--- config.mk ---
export PLATFORM = sky130hd
export DESIGN_NAME = fpu_ncp
export DESIGN_NICKNAME = d
export VERILOG_FILES = /design/src/source/fpu_ncp_pkg.sv /design/src/source/fpu_dispatch.sv /design/src/source/fpu_pipe_reg.sv /design/src/source/fpu_sign_unit.sv /design/src/source/fpu_cmp_unit.sv /design/src/source/fpu_rsp_arb.sv /design/src/source/fpu_ncp.sv
export SDC_FILE = /design/constraint.sdc
export NUM_CORES = 1
export LEC_CHECK = 0
export BUFFER_PORTS_ARGS = -buffer_cell sky130_fd_sc_hd__buf_2
export CORE_ASPECT_RATIO = 0.6
export CORE_UTILIZATION = 45
export CTS_BUF_LIST = sky130_fd_sc_hd__clkbuf_16
export CTS_CLUSTER_SIZE = 24
export DETAILED_ROUTE_END_ITERATION = 8
export PLACE_DENSITY = 0.69
export SYNTH_ARGS = -nofsm -noshare
export SYNTH_HDL_FRONTEND = slang
export SYNTH_HIERARCHICAL = 1
export SYNTH_SLANG_ARGS = --single-unit
--- constraint.sdc ---
create_clock -name clk -period 17.9 [get_ports clk]
set_input_delay 5.37 -clock clk [delete_from_list [all_inputs] [get_ports clk]]
set_output_delay 5.37 -clock clk [all_outputs]
set_load 0.05 [all_outputs]
--- src/source/fpu_ncp_pkg.sv ---
/*
 * Shared definitions for the non-computational FPU path.
 * Holds the widths, pipe latencies, operation codes and the request and
 * response records. Modules take it by a wildcard import in their header.
 */
`default_nettype none

package fpu_ncp_pkg;

    ////////////////////////////////////////////////////////////
    // widths and latencies
    ////////////////////////////////////////////////////////////

    localparam int FLEN      = 32;
    localparam int NUM_LANES = 2;
    localparam int TAG_W     = 4;
    localparam int LAT_SIGN  = 1;
    localparam int LAT_CMP   = 2;

    localparam logic [FLEN-1:0] QNAN_CANON = 32'h7fc00000;

    typedef logic [FLEN-1:0]      lane_data_t;
    typedef lane_data_t [NUM_LANES-1:0] lane_vec_t;
    typedef logic [NUM_LANES-1:0] lane_mask_t;
    typedef logic [TAG_W-1:0]     tag_t;

    ////////////////////////////////////////////////////////////
    // operations and records
    ////////////////////////////////////////////////////////////

    // codes above OP_FCLASS are not defined and act as a plain sign injection
    typedef enum logic [3:0] {
        OP_SGNJ   = 4'd0,
        OP_SGNJN  = 4'd1,
        OP_SGNJX  = 4'd2,
        OP_FEQ    = 4'd3,
        OP_FLT    = 4'd4,
        OP_FLE    = 4'd5,
        OP_FMIN   = 4'd6,
        OP_FMAX   = 4'd7,
        OP_FCLASS = 4'd8
    } fpu_op_t;

    typedef struct packed {
        logic nv;
        logic dz;
        logic of;
        logic uf;
        logic nx;
    } fflags_t;

    typedef struct packed {
        tag_t       tag;
        fpu_op_t    op;
        lane_mask_t lane_mask;
        lane_vec_t  a;
        lane_vec_t  b;
    } fpu_req_t;

    typedef struct packed {
        tag_t      tag;
        lane_vec_t result;
        logic      has_fflags;
        fflags_t   fflags;
    } fpu_rsp_t;

endpackage

`default_nettype wire

--- src/source/fpu_dispatch.sv ---
/*
 * Request steering for the non-computational FPU path.
 * Decodes the operation into a function unit, raises the valid of that
 * unit only and hands its ready back to the requester.
 */
`timescale 1ns/100ps
`default_nettype none

module fpu_dispatch import fpu_ncp_pkg::*; (
    input  logic    valid_in,
    input  fpu_op_t op,
    input  logic    sign_ready,
    input  logic    cmp_ready,
    output logic    sign_valid,
    output logic    cmp_valid,
    output logic    ready_in
);

    logic is_cmp;

    // compares, min/max and classify go to the compare unit
    always_comb begin
        case (op)
            OP_FEQ,
            OP_FLT,
            OP_FLE,
            OP_FMIN,
            OP_FMAX,
            OP_FCLASS: is_cmp = 1'b1;
            default:   is_cmp = 1'b0;
        endcase
    end

    assign sign_valid = valid_in && !is_cmp;
    assign cmp_valid  = valid_in && is_cmp;

    // the requester only sees the ready of the unit it is aimed at
    assign ready_in = is_cmp ? cmp_ready : sign_ready;

endmodule

`default_nettype wire

--- src/source/fpu_pipe_reg.sv ---
/*
 * Stallable delay line of response records, DEPTH stages deep.
 * Each stage has a valid bit that is cleared by reset. All stages move
 * together while enable is high and hold otherwise.
 */
`timescale 1ns/100ps
`default_nettype none

module fpu_pipe_reg import fpu_ncp_pkg::*; #(
    parameter int DEPTH = 1
) (
    input  logic     clk,
    input  logic     reset,
    input  logic     enable,
    input  logic     in_valid,
    input  fpu_rsp_t in_rsp,
    output logic     out_valid,
    output fpu_rsp_t out_rsp
);

    logic [DEPTH-1:0] valid_q;
    fpu_rsp_t         rsp_q [DEPTH];

    always_ff @(posedge clk) begin
        if (reset) begin
            valid_q <= '0;
        end else if (enable) begin
            valid_q[0] <= in_valid;
            for (int i = DEPTH - 1; i > 0; i--) begin
                valid_q[i] <= valid_q[i-1];
            end
        end
    end

    always_ff @(posedge clk) begin
        if (enable) begin
            rsp_q[0] <= in_rsp;
            for (int i = DEPTH - 1; i > 0; i--) begin
                rsp_q[i] <= rsp_q[i-1];
            end
        end
    end

    assign out_valid = valid_q[DEPTH-1];
    assign out_rsp   = rsp_q[DEPTH-1];

endmodule

`default_nettype wire

--- src/source/fpu_sign_unit.sv ---
/*
 * Sign-injection unit, one lane per operand word.
 * Builds the magnitude of a with a sign taken from b, its inverse or the
 * XOR of both signs, and delays the result LAT_SIGN cycles.
 */
`timescale 1ns/100ps
`default_nettype none

module fpu_sign_unit import fpu_ncp_pkg::*; (
    input  logic     clk,
    input  logic     reset,
    input  logic     in_valid,
    input  fpu_req_t req,
    input  logic     out_ready,
    output logic     ready,
    output logic     out_valid,
    output fpu_rsp_t out_rsp
);

    logic [NUM_LANES-1:0] sign_bit;
    lane_vec_t            lane_res;
    fpu_rsp_t             unit_rsp;

    // pick the new sign per lane, unknown codes fall back to plain SGNJ
    always_comb begin
        for (int i = 0; i < NUM_LANES; i++) begin
            case (req.op)
                OP_SGNJN: sign_bit[i] = !req.b[i][FLEN-1];
                OP_SGNJX: sign_bit[i] = req.a[i][FLEN-1] ^ req.b[i][FLEN-1];
                default:  sign_bit[i] = req.b[i][FLEN-1];
            endcase
            lane_res[i] = {sign_bit[i], req.a[i][FLEN-2:0]};
        end
    end

    // sign injection never raises an exception
    always_comb begin
        unit_rsp            = '0;
        unit_rsp.tag        = req.tag;
        unit_rsp.result     = lane_res;
        unit_rsp.has_fflags = 1'b0;
    end

    // the pipe only holds when its last stage is full and not taken
    assign ready = out_ready || !out_valid;

    fpu_pipe_reg #(
        .DEPTH (LAT_SIGN)
    ) sign_pipe (
        .clk       (clk),
        .reset     (reset),
        .enable    (ready),
        .in_valid  (in_valid),
        .in_rsp    (unit_rsp),
        .out_valid (out_valid),
        .out_rsp   (out_rsp)
    );

endmodule

`default_nettype wire

--- src/source/fpu_cmp_unit.sv ---
/*
 * Compare unit for equal, less-than, less-or-equal, min, max and classify.
 * Each lane is evaluated on its own, the invalid flags of the active lanes
 * are merged, and the record is delayed LAT_CMP cycles.
 */
`timescale 1ns/100ps
`default_nettype none

module fpu_cmp_unit import fpu_ncp_pkg::*; (
    input  logic     clk,
    input  logic     reset,
    input  logic     in_valid,
    input  fpu_req_t req,
    input  logic     out_ready,
    output logic     ready,
    output logic     out_valid,
    output fpu_rsp_t out_rsp
);

    ////////////////////////////////////////////////////////////
    // single lane evaluation
    ////////////////////////////////////////////////////////////

    function automatic lane_data_t cmp_lane(
        input  fpu_op_t    op,
        input  lane_data_t a,
        input  lane_data_t b,
        output logic       nv
    );
        logic       a_nan, b_nan, a_snan, b_snan, any_nan;
        logic       a_zero, b_zero, a_inf, a_sub, a_norm;
        logic       eq, lt, lt_tot;
        logic [9:0] cls;
        lane_data_t res;

        a_nan   = (a[30:23] == 8'hff) && (a[22:0] != '0);
        b_nan   = (b[30:23] == 8'hff) && (b[22:0] != '0);
        a_snan  = a_nan && !a[22];
        b_snan  = b_nan && !b[22];
        any_nan = a_nan || b_nan;
        a_zero  = (a[30:0] == '0);
        b_zero  = (b[30:0] == '0);
        a_inf   = (a[30:23] == 8'hff) && (a[22:0] == '0);
        a_sub   = (a[30:23] == 8'h00) && (a[22:0] != '0);
        a_norm  = (a[30:23] != 8'h00) && (a[30:23] != 8'hff);

        // total order with -0 below +0, used by min and max
        if (a[31] != b[31]) begin
            lt_tot = a[31];
        end else if (a[31]) begin
            lt_tot = a[30:0] > b[30:0];
        end else begin
            lt_tot = a[30:0] < b[30:0];
        end

        // the IEEE relations treat both zeros as equal
        eq = (a == b) || (a_zero && b_zero);
        lt = lt_tot && !(a_zero && b_zero);

        cls = {a_nan && a[22], a_snan,
               !a[31] && a_inf, !a[31] && a_norm, !a[31] && a_sub, !a[31] && a_zero,
               a[31] && a_zero, a[31] && a_sub, a[31] && a_norm, a[31] && a_inf};

        res = '0;
        nv  = 1'b0;
        case (op)
            OP_FEQ: begin
                res[0] = !any_nan && eq;
                nv     = a_snan || b_snan;
            end
            OP_FLT: begin
                res[0] = !any_nan && lt;
                nv     = any_nan;
            end
            OP_FLE: begin
                res[0] = !any_nan && (lt || eq);
                nv     = any_nan;
            end
            OP_FMIN, OP_FMAX: begin
                if (a_nan && b_nan) begin
                    res = QNAN_CANON;
                end else if (a_nan) begin
                    res = b;
                end else if (b_nan) begin
                    res = a;
                end else if (op == OP_FMIN) begin
                    res = lt_tot ? a : b;
                end else begin
                    res = lt_tot ? b : a;
                end
                nv = a_snan || b_snan;
            end
            OP_FCLASS: res[9:0] = cls;
            default:   res = '0;
        endcase
        return res;
    endfunction

    ////////////////////////////////////////////////////////////
    // lanes, flag merge and pipe
    ////////////////////////////////////////////////////////////

    lane_vec_t            lane_res;
    logic [NUM_LANES-1:0] lane_nv;
    fflags_t              merged_flags;
    fpu_rsp_t             unit_rsp;

    always_comb begin
        for (int i = 0; i < NUM_LANES; i++) begin
            lane_res[i] = cmp_lane(req.op, req.a[i], req.b[i], lane_nv[i]);
        end
    end

    // inactive lanes must not leak an invalid flag
    always_comb begin
        merged_flags = '0;
        for (int i = 0; i < NUM_LANES; i++) begin
            if (req.lane_mask[i]) begin
                merged_flags.nv = merged_flags.nv | lane_nv[i];
            end
        end
    end

    always_comb begin
        unit_rsp.tag        = req.tag;
        unit_rsp.result     = lane_res;
        unit_rsp.has_fflags = (req.op != OP_FCLASS);
        unit_rsp.fflags     = merged_flags;
    end

    assign ready = out_ready || !out_valid;

    fpu_pipe_reg #(
        .DEPTH (LAT_CMP)
    ) cmp_pipe (
        .clk       (clk),
        .reset     (reset),
        .enable    (ready),
        .in_valid  (in_valid),
        .in_rsp    (unit_rsp),
        .out_valid (out_valid),
        .out_rsp   (out_rsp)
    );

endmodule

`default_nettype wire

--- src/source/fpu_rsp_arb.sv ---
/*
 * Round-robin merge of the sign unit (input a) and compare unit (input b)
 * onto one response stream. The output is combinational from the granted
 * input, and the grant stays put while the output is held.
 */
`timescale 1ns/100ps
`default_nettype none

module fpu_rsp_arb import fpu_ncp_pkg::*; (
    input  logic     clk,
    input  logic     reset,
    input  logic     valid_a,
    input  logic     valid_b,
    input  fpu_rsp_t rsp_a,
    input  fpu_rsp_t rsp_b,
    output logic     ready_a,
    output logic     ready_b,
    output logic     valid_out,
    output fpu_rsp_t rsp,
    input  logic     ready_out
);

    // round-robin pointer, high when input b has priority
    logic prefer_b;
    logic grant_b;

    // the favoured input wins if it is valid, otherwise the other one
    assign grant_b = valid_b && (prefer_b || !valid_a);

    assign valid_out = valid_a || valid_b;
    assign rsp       = grant_b ? rsp_b : rsp_a;
    assign ready_a   = ready_out && !grant_b;
    assign ready_b   = ready_out && grant_b;

    // a held output pins the pointer to the current grant, so a late
    // arrival on the other input cannot change rsp before it is taken
    always_ff @(posedge clk) begin
        if (reset) begin
            prefer_b <= 1'b0;
        end else if (valid_out) begin
            if (ready_out) begin
                prefer_b <= !grant_b;
            end else begin
                prefer_b <= grant_b;
            end
        end
    end

endmodule

`default_nettype wire

--- src/source/fpu_ncp.sv ---
/*
 * Top of the non-computational FPU path.
 * A request is steered to the sign or the compare unit, and the two
 * result streams are merged back by a round-robin arbiter.
 */
`timescale 1ns/100ps
`default_nettype none

module fpu_ncp import fpu_ncp_pkg::*; (
    input  logic     clk,
    input  logic     reset,
    input  logic     valid_in,
    input  fpu_req_t req,
    output logic     ready_in,
    output logic     valid_out,
    output fpu_rsp_t rsp,
    input  logic     ready_out
);

    logic     sign_valid, sign_ready;
    logic     cmp_valid, cmp_ready;
    logic     sign_out_valid, sign_out_ready;
    logic     cmp_out_valid, cmp_out_ready;
    fpu_rsp_t sign_rsp, cmp_rsp;

    fpu_dispatch dispatch (
        .valid_in   (valid_in),
        .op         (req.op),
        .sign_ready (sign_ready),
        .cmp_ready  (cmp_ready),
        .sign_valid (sign_valid),
        .cmp_valid  (cmp_valid),
        .ready_in   (ready_in)
    );

    fpu_sign_unit sign_unit (
        .clk       (clk),
        .reset     (reset),
        .in_valid  (sign_valid),
        .req       (req),
        .out_ready (sign_out_ready),
        .ready     (sign_ready),
        .out_valid (sign_out_valid),
        .out_rsp   (sign_rsp)
    );

    fpu_cmp_unit cmp_unit (
        .clk       (clk),
        .reset     (reset),
        .in_valid  (cmp_valid),
        .req       (req),
        .out_ready (cmp_out_ready),
        .ready     (cmp_ready),
        .out_valid (cmp_out_valid),
        .out_rsp   (cmp_rsp)
    );

    fpu_rsp_arb rsp_arb (
        .clk       (clk),
        .reset     (reset),
        .valid_a   (sign_out_valid),
        .valid_b   (cmp_out_valid),
        .rsp_a     (sign_rsp),
        .rsp_b     (cmp_rsp),
        .ready_a   (sign_out_ready),
        .ready_b   (cmp_out_ready),
        .valid_out (valid_out),
        .rsp       (rsp),
        .ready_out (ready_out)
    );

endmodule

`default_nettype wire

==> results of run 1 <==
==> power by group through the flow <==
stage,Sequential (mW),Combinational [mW],Clock (mW)
global placement,0.641,0.207,0
floorplan,0.640,0.157,0
CTS,0.632,0.210,0.460
detailed placement,0.643,0.209,0
finish,0.631,0.212,0.448
global route,0.635,0.226,0.478
==> metrics by stage <==
step,worst slack [ps],std cells
3_5_place_dp,5750,1480
5_1_grt,5590,1521
6_report,5750,1521
2_1_floorplan,2630,997
3_3_place_gp,5740,1480
4_1_cts,5740,1520
==> layer usage <==
layer	up-vias	global-route usage, %	wire length, µm
met4	2	4.10	376
met5	-	0	14
met1	4263	37.1	16800
li1	4030	-	-
met2	404	31.7	13200
met3	34	5.83	3180
==> synthesized netlist by cell type (9+ instances only) <==
cell type  number
o21ai_0         9
o221ai_1       10
nor4_1         30
mux2_2         34
nor3_1         17
clkbuf_1       19
inv_1          82
edfxtp_1      222
a21boi_1       12
nor2_1         32
o31ai_1        23
nand2_1        64
nand3_1        11
mux2_4         40
mux2i_1        18
a21oi_1        42
a221o_1        10
buf_4          77
ha_1           67
nand4_1        50
==> cell families after synthesis <==
kind of cell	count (synthesis)
compound gates	158
xor+xnor	4
fa+ha+maj	67
buf+inv	187
flops	226
mux	92
other cells	2
simple gates	253
==> worst min path at each step <==
| stage | startpoint | end | slack (ps) | cells after the start |
|---|---|---|---|---|
| 5_1_grt | cmp_unit/cmp_pipe/rsp_q[0][60]$_DFFE_PP_ | cmp_unit/cmp_pipe/rsp_q[0][134]$_DFFE_PP_ | 410 | 0 |
| 2_1_floorplan | cmp_unit/cmp_pipe/rsp_q[0][26]$_DFFE_PP_ | cmp_unit/cmp_pipe/rsp_q[0][100]$_DFFE_PP_ | 400 | 0 |
| 4_1_cts | cmp_unit/cmp_pipe/rsp_q[0][60]$_DFFE_PP_ | cmp_unit/cmp_pipe/rsp_q[0][134]$_DFFE_PP_ | 420 | 0 |
| 3_5_place_dp | cmp_unit/cmp_pipe/rsp_q[0][36]$_DFFE_PP_ | cmp_unit/cmp_pipe/rsp_q[0][110]$_DFFE_PP_ | 400 | 0 |
| 6_report | cmp_unit/cmp_pipe/rsp_q[0][60]$_DFFE_PP_ | cmp_unit/cmp_pipe/rsp_q[0][134]$_DFFE_PP_ | 420 | 0 |
| 3_3_place_gp | cmp_unit/cmp_pipe/rsp_q[0][50]$_DFFE_PP_ | cmp_unit/cmp_pipe/rsp_q[0][124]$_DFFE_PP_ | 400 | 0 |
==> layout make-up <==
cell class | instances | area (µm²)
Inverter | 82 | 308
Sequential cell | 226 | 6750
Timing Repair Buffer | 228 | 1170
Fill cell | 2343 | 12800
Antenna cell | 1 | 2.50
Tap cell | 360 | 450
Multi-Input combinational cell | 584 | 4700
Clock buffer | 23 | 576
Clock inverter | 17 | 105
==> sequential cells by signal, summed over array words and instances, names as in the netlist <==
name	cells
sign_unit/sign_pipe/out_valid	1
cmp_unit/cmp_pipe/rsp_q	148
rsp_arb/prefer_b	1
cmp_unit/cmp_pipe/valid_q	2
sign_unit/sign_pipe/rsp_q	74
==> results.toml, run 1 <==
[timing]
finalHoldViolCount = 0
skew_ps = 8.65
hold_slack_ps = 416
slew_violations = 0
setup_viol = 0
rsz0062_at_grt = "no"
min_period_ps = 12150
fmax_mhz = 82.3
max_slew_margin_pct = 24.5
tightest_slew_ps = 1130
min_period_over_period_pct = 67.9
setup_tns_ps = 0

[yosys]
synth-compound-area-share_pct = 9.41
synthAdderAreaFrac_pct = 6.72
synth_top_area_share_pct = 53.5
yosys.area_share.simple_pct = 11.5
synthArstFlopShare_pct = 0
synth.avg_cell_area_um2 = 12.6
ys_seq_area_share_pct = 54.1
yosys.area.top_type = "edfxtp_1"
syn-cell-area_um2 = 12500
synth_edf_count = 222
syn_inst = 989
ys_ff_latch = 226
yosys_warnings = 6
netlist-cell-type-count = 71
synth_top_family_by_area = "simple AND/OR/NAND/NOR gates"
ys.flop_type = "edfxtp_1"
synth_mux_area_share_pct = 9.33
yosys.area_share.xor_xnor_pct = 0.281
netlist_top_cells_area = "edfxtp_1 (53%), ha_1 (6.7%), mux2_4 (4.8%), buf_4 (4.6%), mux2_2 (3.1%)"

[final_layout]
fin_area_um2 = 14100
final_util_pct = 52.4
layout.cells.most_common = "edfxtp_1"
nNetsFinal = 1354
final_cell_mix = "edfxtp_1 (222), buf_2 (217), inv_1 (88), ha_1 (67), nand2_1 (64)"
area_growth_pct = 12.7
drive_gt1_share_pct = 31.1

[floorplan]
die_area_um2 = 28400
fp.dieW_um = 217
start_util_pct = 46.5
die_h_um = 131
io_pins = 218
placementRows = 46
coreArea_um2 = 26800

[critical_path]
endpoint_kind = "output port"
critPathLaunchType = "primary input"
crit_top_cell = "buf_2"
path_delay_family = "simple AND/OR/NAND/NOR gates"
cp_cell_sequence = "buf_2, inv_1, nor2_1, nand2b_4, nor3b_1, o21ai_0, and3_1, buf_2"
r2r-end = "cmp_unit/cmp_pipe/valid_q[1]$_SDFFE_PP0P_"
cp-endpoint = "ready_in"
cpPeakStageDelay_ps = 470
slowest_stage = "nand2b_4"
r2r_slack_ps = 14420
r2r_cells = 8
crit_type = "primary input to output port"
crit_start = "ready_out"
critPathMaxFanout = 34
crit_cells = 8
arrival_ps = 6780
required_ps = 12530
crit_buf_inv = 3
timing.rr.start = "cmp_unit/cmp_pipe/valid_q[1]$_SDFFE_PP0P_"

[drt]
ant_nets = 0
drcViolationCount = 0
first_pass_iters = 5
wl_per_cell_um = 22.1
drt_iter0_drc = 834
via_count = 8733
wl_um = 33600
viasPerCell = 5.74

[global_route]
grt_pass1_vias = 8129
antenna_found_initial = 3
overflow = 0
grt_pass1_wl_um = 49600
grt_usage_pct = 23.4
grt_max_degree = 74

[clock_tree]
cts.sinks = 226
cts-resized-gates = 0
numCtsBuffers = 23
cts_hold_buf = 0
insertion_delay_ps = 530
clockBufferDepth = 3
clkSlewWorstSetupHoldPaths_ps = 70
cts_tree = "done"
cts-root-buf = "clkbuf_16"
post_cts_buffers = 0
htreeDepth = 1

[power]
ir_worst_vdd_v = 0.0000716
p_sw_uw = 353
power_frac_comb_pct = 16.4
report.power.total_mw = 1.29
clock_power_share_pct = 34.7
seqPwrFrac_pct = 48.9
power_density_nw_per_um2 = 91.9
leakagePower_nw = 6.16
swShare_pct = 27.3
p_int_uw = 938

[outcome]
status = "completed"

[place]
place_area_um2 = 13400
hpwl_um = 24700
portBuffers = 217
place.gp.congestion = 0.942

[hold_path]
hold_path.class = "register to register"

[flow_run]
cap_violations = 0
(Power assumes the default switching activity.)
==> inputs of run 2 (changes only) <==
clock period = 12.3 ns   (was 17.9 ns; I/O delays follow)
==> results.toml, run 2 (synthesis gave the netlist of run 1 again) <==
[drt]
wl_per_cell_um = 21.9
via_count = 8661
drt_iter0_drc = 868
first_pass_iters = 5
drcViolationCount = 0
ant_nets = 0
wl_um = 33300
viasPerCell = 5.69

[timing]
tightest_slew_ps = 1110
finalHoldViolCount = 0
min_period_ps = 8570
setup_viol = 0
skew_ps = 18.7
hold_slack_ps = 408
fmax_mhz = 117
rsz0062_at_grt = "no"
min_period_over_period_pct = 69.7
setup_tns_ps = 0
slew_violations = 0
max_slew_margin_pct = 25.8

[clock_tree]
cts_hold_buf = 0
htreeDepth = 1
cts_tree = "done"
post_cts_buffers = 0
numCtsBuffers = 22
clockBufferDepth = 3
cts-resized-gates = 0
cts.sinks = 226
clkSlewWorstSetupHoldPaths_ps = 70
insertion_delay_ps = 530
cts-root-buf = "clkbuf_16"

[global_route]
grt_usage_pct = 23.1
grt_pass1_wl_um = 48800
met1_usage_pct = 37.0
grt_pass1_vias = 7865
met3_usage_pct = 5.95
overflow = 0
antenna_found_initial = 6
grt.met2_usage_pct = 30.5
grt_max_degree = 77
top_usage_layer = "met1"

[power]
ir_worst_vdd_v = 0.0000949
leakagePower_nw = 6.15
power_density_nw_per_um2 = 136

[final_layout]
fin_cells = 1523
top_regs = "cmp_unit/cmp_pipe/rsp_q: 148 flops, sign_unit/sign_pipe/rsp_q: 74 flops, cmp_unit/cmp_pipe/valid_q: 2 flops"
regMostFlops = "cmp_unit/cmp_pipe/rsp_q"
seqCellArea_um2 = 6750
final_cell_mix = "edfxtp_1 (222), buf_2 (217), inv_1 (83), ha_1 (67), nand2_1 (64)"
drive_gt1_share_pct = 31.5
largest_reg_flops = 148
area_growth_pct = 13.2
multi_input_area_um2 = 4700
fillers = 2330
fin_area_um2 = 14100
layout.cells.most_common = "edfxtp_1"
final_util_pct = 52.6
nNetsFinal = 1353

[critical_path]
arrival_ps = 4880
slowest_stage = "o21ba_2"
critPathMaxFanout = 12
cpPeakStageDelay_ps = 260
endpoint_kind = "output port"
r2r_slack_ps = 8840
required_ps = 8610
critPathLaunchType = "primary input"
crit_type = "primary input to output port"
cp_cell_sequence = "buf_2, ha_1, nand2b_4, o21ba_2, a21oi_1, and3_1, buf_2"
crit_top_cell = "buf_2"

[outcome]
status = "completed"

[place]
hpwl_um = 24300
portBuffers = 217
place_area_um2 = 13400
placed_cells = 1480
place.gp.congestion = 0.955

[flow_run]
cap_violations = 0

[floorplan]
start_util_pct = 46.5
die_area_um2 = 28400
io_pins = 218
placementRows = 46
die_h_um = 131
fp.dieW_um = 217
coreArea_um2 = 26800

[hold_path]
hold_path.class = "register to register"
[run 2: cell count changes in the layout (fill, tap and decap cells not counted), sizes merged]
cell / previous run / this run
bufinv: 1 / 3
clkbuf: 23 / 22
clkinvlp: 0 / 4
diode: 1 / 3
inv: 89 / 84
[run 2: power by group]
part           internal, mW  switching, mW  leakage, nW  total [mW]
registers             0.904         0.0144         2.54       0.918
logic                 0.101          0.206         3.26       0.307
clock network         0.393          0.303        0.351       0.696
[run 2: final cells by class]
class / count / share of cell area, %
Sequential cell: 226 / 47.8
Multi-Input combinational cell: 584 / 33.3
Timing Repair Buffer: 228 / 8.28
Clock buffer: 22 / 3.90
Tap cell: 360 / 3.19
Inverter: 82 / 2.18
Clock inverter: 18 / 1.32
Antenna cell: 3 / 0.0532
[run 2: layer usage]
layer	vias to the layer above	wire (µm)
met5	-	13
met3	46	2970
met4	2	642
met2	344	13000
met1	4245	16700
li1	4024	-
[run 2: path summary, 6_finish.rpt]
| path | endpoint | cells past startpoint | startpoint |
|---|---|---|---|
| worst max-delay path | ready_in | 7 | ready_out |
| worst min-delay path | cmp_unit/cmp_pipe/rsp_q[0][97]$_DFFE_PP_ | 0 | cmp_unit/cmp_pipe/rsp_q[0][23]$_DFFE_PP_ |
| worst max register to register | cmp_unit/cmp_pipe/valid_q[0]$_SDFFE_PP0P_ | 8 | cmp_unit/cmp_pipe/valid_q[1]$_SDFFE_PP0P_ |
| worst min register to register | cmp_unit/cmp_pipe/rsp_q[0][97]$_DFFE_PP_ | 0 | cmp_unit/cmp_pipe/rsp_q[0][23]$_DFFE_PP_ |
[run 2: worst max-delay path: cells and delay by family]
kind            cells  cell delay (ps)
buf+inv             2              320
compound gates      2              310
fa+ha+maj           1              180
simple gates        2              370
[run 2: through the flow]
step           setup slack, ps  power (mW)
2_1_floorplan              392        1.16
5_1_grt                   3660        1.99
3_5_place_dp              3740        1.24
4_1_cts                   3730        1.94
3_3_place_gp              3740        1.23
6_report                  3730        1.92
